### src/verilog/isa_pkg.sv
package isa_pkg;

   localparam int XLEN       = 32;
   localparam int REG_ADDR_W = 5;

   // Major opcode, instruction bits 6..2
   typedef enum logic [4:0] {
      OPC_LOAD     = 5'b00000,
      OPC_MISC_MEM = 5'b00011,
      OPC_OP_IMM   = 5'b00100,
      OPC_AUIPC    = 5'b00101,
      OPC_STORE    = 5'b01000,
      OPC_OP       = 5'b01100,
      OPC_LUI      = 5'b01101,
      OPC_BRANCH   = 5'b11000,
      OPC_JALR     = 5'b11001,
      OPC_JAL      = 5'b11011,
      OPC_SYSTEM   = 5'b11100
   } opcode_t;

   // OP and OP-IMM
   localparam logic [2:0] F3_ADD_SUB = 3'b000;
   localparam logic [2:0] F3_SLL     = 3'b001;
   localparam logic [2:0] F3_SLT     = 3'b010;
   localparam logic [2:0] F3_SLTU    = 3'b011;
   localparam logic [2:0] F3_XOR     = 3'b100;
   localparam logic [2:0] F3_SR      = 3'b101;  // SRL or SRA
   localparam logic [2:0] F3_OR      = 3'b110;
   localparam logic [2:0] F3_AND     = 3'b111;

   // Loads and stores
   localparam logic [2:0] F3_LB  = 3'b000;
   localparam logic [2:0] F3_LH  = 3'b001;
   localparam logic [2:0] F3_LW  = 3'b010;
   localparam logic [2:0] F3_LBU = 3'b100;
   localparam logic [2:0] F3_LHU = 3'b101;
   localparam logic [2:0] F3_SB  = 3'b000;
   localparam logic [2:0] F3_SH  = 3'b001;
   localparam logic [2:0] F3_SW  = 3'b010;

   // Branches
   localparam logic [2:0] F3_BEQ  = 3'b000;
   localparam logic [2:0] F3_BNE  = 3'b001;
   localparam logic [2:0] F3_BLT  = 3'b100;
   localparam logic [2:0] F3_BGE  = 3'b101;
   localparam logic [2:0] F3_BLTU = 3'b110;
   localparam logic [2:0] F3_BGEU = 3'b111;

   // SYSTEM, funct3 and the sub-code in imm[2:0]
   localparam logic [2:0] F3_PRIV   = 3'b000;
   localparam logic [2:0] F3_CSRRW  = 3'b001;
   localparam logic [2:0] F3_CSRRS  = 3'b010;
   localparam logic [2:0] F3_CSRRC  = 3'b011;
   localparam logic [2:0] F3_CSRRWI = 3'b101;
   localparam logic [2:0] F3_CSRRSI = 3'b110;
   localparam logic [2:0] F3_CSRRCI = 3'b111;
   localparam logic [2:0] SYS_ECALL  = 3'b000;
   localparam logic [2:0] SYS_EBREAK = 3'b001;
   localparam logic [2:0] SYS_MRET   = 3'b010;
   localparam logic [2:0] SYS_WFI    = 3'b101;

   typedef struct packed {
      logic [6:0]            funct7;
      logic [REG_ADDR_W-1:0] rs2;
      logic [REG_ADDR_W-1:0] rs1;
      logic [2:0]            funct3;
      logic [REG_ADDR_W-1:0] rd;
      opcode_t               opcode;
      logic [1:0]            quad;  // 2'b11 for 32-bit encodings
   } r_type_t;

   typedef struct packed {
      logic [11:0]           imm_11_0;
      logic [REG_ADDR_W-1:0] rs1;
      logic [2:0]            funct3;
      logic [REG_ADDR_W-1:0] rd;
      opcode_t               opcode;
      logic [1:0]            quad;
   } i_type_t;

   typedef struct packed {
      logic [6:0]            imm_11_5;
      logic [REG_ADDR_W-1:0] rs2;
      logic [REG_ADDR_W-1:0] rs1;
      logic [2:0]            funct3;
      logic [4:0]            imm_4_0;
      opcode_t               opcode;
      logic [1:0]            quad;
   } s_type_t;

   typedef struct packed {
      logic                  imm_12;
      logic [5:0]            imm_10_5;
      logic [REG_ADDR_W-1:0] rs2;
      logic [REG_ADDR_W-1:0] rs1;
      logic [2:0]            funct3;
      logic [3:0]            imm_4_1;
      logic                  imm_11;
      opcode_t               opcode;
      logic [1:0]            quad;
   } b_type_t;

   typedef struct packed {
      logic [19:0]           imm_31_12;
      logic [REG_ADDR_W-1:0] rd;
      opcode_t               opcode;
      logic [1:0]            quad;
   } u_type_t;

   typedef struct packed {
      logic                  imm_20;
      logic [9:0]            imm_10_1;
      logic                  imm_11;
      logic [7:0]            imm_19_12;
      logic [REG_ADDR_W-1:0] rd;
      opcode_t               opcode;
      logic [1:0]            quad;
   } j_type_t;

   typedef union packed {
      r_type_t r;
      i_type_t i;
      s_type_t s;
      b_type_t b;
      u_type_t u;
      j_type_t j;
   } instr_u;

   typedef struct packed {
      opcode_t               opcode;
      logic [2:0]            funct3;
      logic [6:0]            funct7;
      logic [REG_ADDR_W-1:0] rs1;
      logic [REG_ADDR_W-1:0] rs2;
      logic [REG_ADDR_W-1:0] rd;
   } decoded_instr_t;

endpackage

### src/verilog/ctrl_pkg.sv
package ctrl_pkg;

   localparam int EXC_CAUSE_W = 32;

   localparam logic [EXC_CAUSE_W-1:0] EXC_ILLEGAL = 32'd2;
   localparam logic [EXC_CAUSE_W-1:0] EXC_BREAK   = 32'd3;
   localparam logic [EXC_CAUSE_W-1:0] EXC_ECALL   = 32'd11;  // ECALL from M-mode

   typedef enum logic [3:0] {
      ALU_ADD  = 4'h0,
      ALU_SUB  = 4'h1,
      ALU_SLL  = 4'h2,
      ALU_SLT  = 4'h3,
      ALU_SLTU = 4'h4,
      ALU_XOR  = 4'h5,
      ALU_SRL  = 4'h6,
      ALU_SRA  = 4'h7,
      ALU_OR   = 4'h8,
      ALU_AND  = 4'h9,
      ALU_CE   = 4'ha,  // Branch compares
      ALU_CNE  = 4'hb,
      ALU_CGE  = 4'hc,
      ALU_CGEU = 4'hd
   } alu_op_t;

   typedef enum logic [3:0] {
      MEM_NOP = 4'h0,
      MEM_LB  = 4'h1,
      MEM_LH  = 4'h2,
      MEM_LW  = 4'h3,
      MEM_LBU = 4'h4,
      MEM_LHU = 4'h5,
      MEM_SB  = 4'h6,
      MEM_SH  = 4'h7,
      MEM_SW  = 4'h8
   } mem_type_t;

   // Register write-back source
   typedef enum logic [1:0] {
      WB_ALU = 2'b00,
      WB_PC4 = 2'b01,
      WB_CSR = 2'b10,
      WB_IMM = 2'b11
   } wb_sel_t;

   typedef enum logic [1:0] {
      CSR_NOP = 2'b00,
      CSR_RW  = 2'b01,
      CSR_RS  = 2'b10,
      CSR_RC  = 2'b11
   } csr_op_t;

   typedef struct packed {
      mem_type_t              mem_type;
      logic                   reg_write;
      logic                   mem_to_reg;
      logic                   alu_from_imm;  // Operand B
      logic                   alu_from_pc;   // Operand A
      alu_op_t                alu_op;
      wb_sel_t                wb_sel;
      logic                   is_branch;
      logic                   is_jal;
      logic                   is_jalr;
      logic                   inst_invalid;
      logic                   inst_priv;
      logic                   exc_request;
      logic                   exc_ret;       // MRET
      logic                   csr_from_reg;  // rs1, else uimm
      csr_op_t                csr_op;
      logic [EXC_CAUSE_W-1:0] exc_cause;
   } control_out_t;

endpackage

### src/verilog/instr_decoder.sv
`timescale 1ns/1ns

module instr_decoder import isa_pkg::*; (
   input  logic [XLEN-1:0] instr_i,
   output decoded_instr_t  fields_o,
   output logic [XLEN-1:0] imm_o
);

   instr_u word;

   assign word = instr_i;

   // Register fields sit at the same place in every format
   assign fields_o.opcode = word.r.opcode;
   assign fields_o.funct3 = word.r.funct3;
   assign fields_o.funct7 = word.r.funct7;
   assign fields_o.rs1    = word.r.rs1;
   assign fields_o.rs2    = word.r.rs2;
   assign fields_o.rd     = word.r.rd;

   always_comb begin
      imm_o = '0;
      unique case (word.r.opcode)
         OPC_LOAD,
         OPC_OP_IMM,
         OPC_JALR,
         OPC_SYSTEM: begin
            imm_o = {{(XLEN-12){word.i.imm_11_0[11]}}, word.i.imm_11_0};
         end
         OPC_STORE: begin
            imm_o = {{(XLEN-12){word.s.imm_11_5[6]}},
                     word.s.imm_11_5,
                     word.s.imm_4_0};
         end
         OPC_BRANCH: begin
            imm_o = {{(XLEN-12){word.b.imm_12}},
                     word.b.imm_11,
                     word.b.imm_10_5,
                     word.b.imm_4_1,
                     1'b0};  // Halfword aligned
         end
         OPC_LUI,
         OPC_AUIPC: begin
            imm_o = {word.u.imm_31_12, 12'b0};  // Upper, no extension
         end
         OPC_JAL: begin
            imm_o = {{(XLEN-20){word.j.imm_20}},
                     word.j.imm_19_12,
                     word.j.imm_11,
                     word.j.imm_10_1,
                     1'b0};
         end
         default: begin
            imm_o = '0;  // MISC-MEM, OP and unused opcodes
         end
      endcase
   end

endmodule

### src/verilog/control_unit.sv
`timescale 1ns/1ns

module control_unit import isa_pkg::*, ctrl_pkg::*; (
   input  logic            clk,
   input  logic            rst_n_i,
   input  logic            decode_i,
   input  decoded_instr_t  instr_i,
   input  logic [XLEN-1:0] imm_i,
   output control_out_t    control_o
);

   control_out_t ctrl_next;
   control_out_t ctrl_q;

   // funct3 map shared by OP and OP-IMM
   function automatic alu_op_t arith_op(input logic [2:0] funct3,
                                        input logic       sub_sel,
                                        input logic       sra_sel);
      alu_op_t op;
      op = ALU_ADD;
      case (funct3)
         F3_ADD_SUB: op = sub_sel ? ALU_SUB : ALU_ADD;
         F3_SLL:     op = ALU_SLL;
         F3_SLT:     op = ALU_SLT;
         F3_SLTU:    op = ALU_SLTU;
         F3_XOR:     op = ALU_XOR;
         F3_SR:      op = sra_sel ? ALU_SRA : ALU_SRL;
         F3_OR:      op = ALU_OR;
         F3_AND:     op = ALU_AND;
         default:    op = ALU_ADD;
      endcase
      return op;
   endfunction

   always_comb begin
      ctrl_next = '0;  // MEM_NOP, WB_ALU, CSR_NOP, no exception
      unique case (instr_i.opcode)
         OPC_LOAD: begin
            ctrl_next.mem_to_reg   = 1'b1;
            ctrl_next.alu_from_imm = 1'b1;
            ctrl_next.alu_op       = ALU_ADD;
            ctrl_next.reg_write    = 1'b1;
            case (instr_i.funct3)
               F3_LB:  ctrl_next.mem_type = MEM_LB;
               F3_LH:  ctrl_next.mem_type = MEM_LH;
               F3_LW:  ctrl_next.mem_type = MEM_LW;
               F3_LBU: ctrl_next.mem_type = MEM_LBU;
               F3_LHU: ctrl_next.mem_type = MEM_LHU;
               default: begin
                  ctrl_next.inst_invalid = 1'b1;
                  ctrl_next.exc_cause    = EXC_ILLEGAL;
               end
            endcase
         end
         OPC_STORE: begin
            ctrl_next.alu_from_imm = 1'b1;
            ctrl_next.alu_op       = ALU_ADD;
            case (instr_i.funct3)
               F3_SB: ctrl_next.mem_type = MEM_SB;
               F3_SH: ctrl_next.mem_type = MEM_SH;
               F3_SW: ctrl_next.mem_type = MEM_SW;
               default: begin
                  ctrl_next.inst_invalid = 1'b1;
                  ctrl_next.exc_cause    = EXC_ILLEGAL;
               end
            endcase
         end
         OPC_MISC_MEM: begin
            ctrl_next.alu_op = ALU_ADD;  // FENCE runs as a NOP
         end
         OPC_OP_IMM: begin
            ctrl_next.alu_from_imm = 1'b1;
            ctrl_next.reg_write    = 1'b1;
            // No SUBI, imm[10] is funct7[5] for shifts
            ctrl_next.alu_op = arith_op(instr_i.funct3, 1'b0, imm_i[10]);
         end
         OPC_OP: begin
            ctrl_next.reg_write = 1'b1;
            ctrl_next.alu_op    = arith_op(instr_i.funct3,
                                           instr_i.funct7[5],
                                           instr_i.funct7[5]);
         end
         OPC_AUIPC: begin
            ctrl_next.alu_from_pc  = 1'b1;
            ctrl_next.alu_from_imm = 1'b1;
            ctrl_next.alu_op       = ALU_ADD;
            ctrl_next.reg_write    = 1'b1;
         end
         OPC_LUI: begin
            ctrl_next.wb_sel       = WB_IMM;
            ctrl_next.alu_from_imm = 1'b1;
            ctrl_next.alu_op       = ALU_ADD;
            ctrl_next.reg_write    = 1'b1;
         end
         OPC_BRANCH: begin
            ctrl_next.is_branch = 1'b1;
            case (instr_i.funct3)
               F3_BEQ:  ctrl_next.alu_op = ALU_CE;
               F3_BNE:  ctrl_next.alu_op = ALU_CNE;
               F3_BLT:  ctrl_next.alu_op = ALU_SLT;
               F3_BGE:  ctrl_next.alu_op = ALU_CGE;
               F3_BLTU: ctrl_next.alu_op = ALU_SLTU;
               F3_BGEU: ctrl_next.alu_op = ALU_CGEU;
               default: begin
                  ctrl_next.inst_invalid = 1'b1;
                  ctrl_next.exc_cause    = EXC_ILLEGAL;
               end
            endcase
         end
         OPC_JALR: begin
            ctrl_next.wb_sel       = WB_PC4;  // Link address
            ctrl_next.alu_from_imm = 1'b1;
            ctrl_next.alu_op       = ALU_ADD;
            ctrl_next.reg_write    = 1'b1;
            ctrl_next.is_jalr      = 1'b1;
         end
         OPC_JAL: begin
            ctrl_next.wb_sel       = WB_PC4;
            ctrl_next.alu_from_pc  = 1'b1;
            ctrl_next.alu_from_imm = 1'b1;
            ctrl_next.alu_op       = ALU_ADD;
            ctrl_next.reg_write    = 1'b1;
            ctrl_next.is_jal       = 1'b1;
         end
         OPC_SYSTEM: begin
            ctrl_next.wb_sel = WB_CSR;
            ctrl_next.alu_op = ALU_ADD;
            case (instr_i.funct3)
               F3_PRIV: begin
                  case (imm_i[2:0])
                     SYS_ECALL: begin
                        ctrl_next.inst_priv   = 1'b1;
                        ctrl_next.exc_request = 1'b1;
                        ctrl_next.exc_cause   = EXC_ECALL;
                     end
                     SYS_EBREAK: begin
                        ctrl_next.inst_priv   = 1'b1;
                        ctrl_next.exc_request = 1'b1;
                        ctrl_next.exc_cause   = EXC_BREAK;
                     end
                     SYS_MRET: ctrl_next.exc_ret = 1'b1;
                     SYS_WFI:  ctrl_next.exc_ret = 1'b0;  // Nothing to wait for here
                     default: begin
                        ctrl_next.inst_invalid = 1'b1;
                        ctrl_next.exc_cause    = EXC_ILLEGAL;
                     end
                  endcase
               end
               F3_CSRRW, F3_CSRRWI: ctrl_next.csr_op = CSR_RW;
               F3_CSRRS, F3_CSRRSI: ctrl_next.csr_op = CSR_RS;
               F3_CSRRC, F3_CSRRCI: ctrl_next.csr_op = CSR_RC;
               default: begin
                  ctrl_next.inst_invalid = 1'b1;
                  ctrl_next.exc_cause    = EXC_ILLEGAL;
               end
            endcase
            if (ctrl_next.csr_op != CSR_NOP) begin
               ctrl_next.reg_write    = 1'b1;
               ctrl_next.csr_from_reg = ~instr_i.funct3[2];  // Immediate forms have bit 2 set
            end
         end
         default: begin
            ctrl_next.inst_invalid = 1'b1;
            ctrl_next.exc_cause    = EXC_ILLEGAL;
         end
      endcase
   end

   always_ff @(posedge clk or negedge rst_n_i) begin
      if (!rst_n_i) begin
         ctrl_q <= '0;
      end else if (decode_i) begin
         ctrl_q <= ctrl_next;
      end
   end

   assign control_o = ctrl_q;

endmodule

### src/verilog/decode_stage.sv
`timescale 1ns/1ns

module decode_stage import isa_pkg::*, ctrl_pkg::*; (
   input  logic            clk,
   input  logic            rst_n_i,
   input  logic            decode_i,
   input  logic [XLEN-1:0] instr_i,
   output logic            valid_o,
   output decoded_instr_t  fields_o,
   output logic [XLEN-1:0] imm_o,
   output control_out_t    control_o
);

   decoded_instr_t  dec_fields;
   logic [XLEN-1:0] dec_imm;

   decoded_instr_t  fields_q;
   logic [XLEN-1:0] imm_q;
   logic            valid_q;

   instr_decoder instr_decoder_i (
      .instr_i  (instr_i),
      .fields_o (dec_fields),
      .imm_o    (dec_imm)
   );

   // Holds its own control register, loaded on the same edge as below
   control_unit control_unit_i (
      .clk       (clk),
      .rst_n_i   (rst_n_i),
      .decode_i  (decode_i),
      .instr_i   (dec_fields),
      .imm_i     (dec_imm),
      .control_o (control_o)
   );

   always_ff @(posedge clk or negedge rst_n_i) begin
      if (!rst_n_i) begin
         fields_q <= '0;
         imm_q    <= '0;
      end else if (decode_i) begin
         fields_q <= dec_fields;
         imm_q    <= dec_imm;
      end
   end

   // One cycle pulse per decoded instruction
   always_ff @(posedge clk or negedge rst_n_i) begin
      if (!rst_n_i) begin
         valid_q <= 1'b0;
      end else begin
         valid_q <= decode_i;
      end
   end

   assign valid_o  = valid_q;
   assign fields_o = fields_q;
   assign imm_o    = imm_q;

endmodule

### config.mk
export PLATFORM = sky130hd
export DESIGN_NAME = decode_stage
export DESIGN_NICKNAME = d
export VERILOG_FILES = /design/src/verilog/isa_pkg.sv /design/src/verilog/ctrl_pkg.sv /design/src/verilog/instr_decoder.sv /design/src/verilog/control_unit.sv /design/src/verilog/decode_stage.sv
export SDC_FILE = /design/constraint.sdc
export NUM_CORES = 1
export LEC_CHECK = 0
export BUFFER_PORTS_ARGS = -buffer_cell sky130_fd_sc_hd__buf_2
export CAP_MARGIN = 10
export CORE_MARGIN = 3
export CORE_UTILIZATION = 47
export CTS_BUF_LIST = sky130_fd_sc_hd__clkbuf_4 sky130_fd_sc_hd__clkbuf_8
export CTS_CLUSTER_SIZE = 12
export DETAILED_ROUTE_END_ITERATION = 16
export PLACE_DENSITY = 0.79
export SYNTH_ARGS = -nofsm -noshare
export SYNTH_HDL_FRONTEND = slang
export SYNTH_SLANG_ARGS = --single-unit
### constraint.sdc
create_clock -name clk -period 1 [get_ports clk]
set_clock_uncertainty 0.2 [all_clocks]
set_input_delay 0.05 -clock clk [delete_from_list [all_inputs] [get_ports clk]]
set_output_delay 0.05 -clock clk [all_outputs]
set_load 0.02 [all_outputs]
==> run_results.csv <==
group,metric,value,unit
setup_path,required,1.08,ns
timing,fmax,0.670,GHz
logic_synthesis,synth.distinct_cells,50,
logic_synthesis,synth_edf_count,0,
hold_path,hp-start,"instr_i[3]",
logic_synthesis,yosys-top-cells-area,"dfrtp_1 52%, mux2_2 7.0%, buf_4 5.7%, nor2_1 4.5%, a21oi_1 3.4%",
setup_path,path_class,"primary input to flop",
global_route,grt_max_degree,54,
clocking,clock_path_buffers,2,
global_route,grt_overflow,0,
routing,dr.pass1.iters,5,
routing,num_vias,5135,
final_layout,drive_gt1_share,62.3,%
final_layout,fin_nets,741,
timing,slew_viol_final,0,
place,port_buffers,122,
floorplan,initial_core_util,49.1,%
outcome,status,"finished, violations left",
logic_synthesis,synth_compound_area_share,16.0,%
flow_run,drv_cap,0,
power,power,10100,uW
setup_path,worstPathArrival,1.58,ns
global_route,grt_pass1_wl,25000,microns
setup_path,r2r-end,"imm_o[20]$_DFFE_PN0P_",
routing,drt-initial-drc-count,520,
timing,setup_viol,164,
logic_synthesis,synthesis.area,0.00432,sq mm
final_layout,final_util,90.3,%
logic_synthesis,synthXorXnorAreaFrac,1.01,%
final_layout,layout_commonest_cell,"buf_6",
final_layout,most-common-layout-cells,"126 x buf_6, 114 x buf_4, 67 x dfrtp_1, 49 x nor2_1, 29 x conb_1",
floorplan,io_pins,154,
routing,drc,0,
logic_synthesis,synthAdderAreaFrac,0,%
timing,rsz0062_at_grt,"true",
logic_synthesis,synth_flop_cell,"dfrtp_1",
clocking,cts_tree,"built",
floorplan,dieArea,0.0104,sq mm
hold_path,hold_end,"control_unit_i.control_o[39]$_DFFE_PN0P_",
clocking,clk_pin_slew,0.10,ns
final_layout,antennaDiodeCount,0,
setup_path,critPathLaunchType,"primary input",
logic_synthesis,async_flop_share,100,%
floorplan,core_area,0.00881,sq mm
routing,wl,21700,microns
timing,tns,-32.68,ns
logic_synthesis,synth_top_family_by_area,"compound AO/OA/AOI/OAI gates",
place,dp_hpwl,8930,microns
power,power_density,1270,mW/mm^2
clocking,cts_buffers,9,
power,p_leak,0.00371,uW
final_layout,fin_area,0.00796,sq mm
logic_synthesis,synth.ff_latch_count,89,
clocking,cts_sinks,89,
timing,tightest_slew,0.568,ns
timing,period_share,149,%
timing,hold_viol,10,
final_layout,nFillCells,290,
timing,layout_setup_ws,-0.493,ns
logic_synthesis,yosys_warnings,0,
logic_synthesis,netlist_instances,425,
routing,drt-vias-per-instance,6.27,
global_route,grt_use_total,31.3,%
routing,wire_per_inst,26.5,microns
place,dpl_cell_area,0.00557,sq mm
power,ir_worst_vdd,1030,uV
setup_path,reg2reg_depth,3,
setup_path,r2r_start,"imm_o[20]$_DFFE_PN0P_",
setup_path,cp_max_fo,7,
global_route,grt_pass1_vias,4723,
place,place_ws,-0.865,ns
floorplan,die_h,102,microns
hold_path,min_path_type,"primary input to flop",
clocking,clock_latency,0.36,ns
logic_synthesis,yosysSeqAreaShare,51.5,%
floorplan,row_count,34,
setup_path,end_kind,"flop",
clocking,cts_root_buf,"clkbuf_8",
final_layout,area_growth,84.1,%
timing,hold_slack,-0.141,ns
hold_path,holdPathStages,3,
global_route,antenna_found_initial,0,
logic_synthesis,synth_top_area_share,51.5,%
outcome,violations,"hold timing, setup timing",
logic_synthesis,muxShareOfSynthArea,7.96,%
setup_path,reg2reg_slack,-0.37,ns
logic_synthesis,postSynthAreaPerCell,10.2,sq um
floorplan,die_x,102,microns
timing,slew_headroom,62.1,%
place,gp_congestion,0.905,
clocking,cts_max_level,3,
logic_synthesis,synth.largest_area_cell,"dfrtp_1",
timing,period_needed,1.49,ns
routing,drtAntennaViolNets,0,
logic_synthesis,synth-simple-area-share,13.1,%
## Yosys cell counts, types with 5 or more instances
| cell | number |
|---|---|
| dfrtp_1 | 89 |
| nor2_1 | 52 |
| buf_4 | 33 |
| nand2_1 | 30 |
| a21oi_1 | 29 |
| mux2_2 | 27 |
| inv_1 | 22 |
| clkbuf_1 | 17 |
| a31oi_1 | 16 |
| o21ai_0 | 13 |
| o2bb2ai_1 | 12 |
| a221oi_1 | 6 |
| buf_2 | 5 |
| nand3_1 | 5 |
| nor3_1 | 5 |
## per-stage QoR
step | std cells | hold WS [ns]
final | 819 | -0.141
after global routing | 819 | -0.142
after CTS | 788 | -0.258
after detailed placement | 701 | -0.153
after global placement | 701 | -0.165
after floorplan | 453 | -0.446
## state kept, by name (all words and copies together), names as in the netlist
register and flops:
fields_o 30, control_unit_i.control_o 26, imm_o 32, valid_o 1
## logic make-up after synthesis
| family | Yosys count |
|---|---|
| and+or+nand+nor | 116 |
| AOI/OAI and AO/OA | 101 |
| other | 1 |
| xor gates and xnor gates | 5 |
| buffers and inverters | 82 |
| DFF | 89 |
| muxes | 31 |
## final cells by class
type | count | area, sq um | share of cell area [%]
clock buffer | 10 | 138 | 1.73
timing repair buffer | 301 | 2870 | 36.1
inverter | 22 | 90.1 | 1.13
tap | 108 | 135 | 1.70
sequential | 89 | 2250 | 28.3
clock inverter | 6 | 66.3 | 0.834
multi-input combinational | 283 | 2400 | 30.2
## timing repair
item	CTS	global route
endpoints found under the setup margin	146	164
pin swaps	33	45
cloned	1	0
setup buffers	51	37
hold buffers	20	1
hold endpoints to repair	152	13
resized for setup	267	98
## routing by layer
layer / global-route usage, % / vias up / wire (microns)
met3: 7.24 / 173 / 2260
met1: 36.9 / 2490 / 7250
met4: 13.6 / 0 / 1760
met2: 54.6 / 478 / 10400
met5: 0 / - / 0
li1: - / 1994 / -
## worst max-delay path, stage by stage
cell and delay [ns]:
buf_12 0.12, or4b_4 0.59, o221ai_2 0.24, a21o_1 0.23, nor3_1 0.12, a211oi_2 0.24
## worst max-delay path by stage
stage / from / end / slack [ns] / depth (start not counted)
2_1_floorplan: instr_i[5] / control_unit_i.control_o[38]$_DFFE_PN0P_ / -0.59 / 6
3_3_place_gp: instr_i[5] / imm_o[20]$_DFFE_PN0P_ / -0.79 / 6
3_5_place_dp: instr_i[5] / imm_o[26]$_DFFE_PN0P_ / -0.87 / 6
4_1_cts: instr_i[3] / control_unit_i.control_o[1]$_DFFE_PN0P_ / -0.34 / 6
5_1_grt: instr_i[4] / control_unit_i.control_o[38]$_DFFE_PN0P_ / -0.48 / 6
6_report: instr_i[4] / control_unit_i.control_o[38]$_DFFE_PN0P_ / -0.49 / 6
## power by group
group	internal, uW	switching [uW]
Clock	1230	1520
Combinational	1530	1680
Sequential	3890	269
Power figures use the tool's default switching activity.
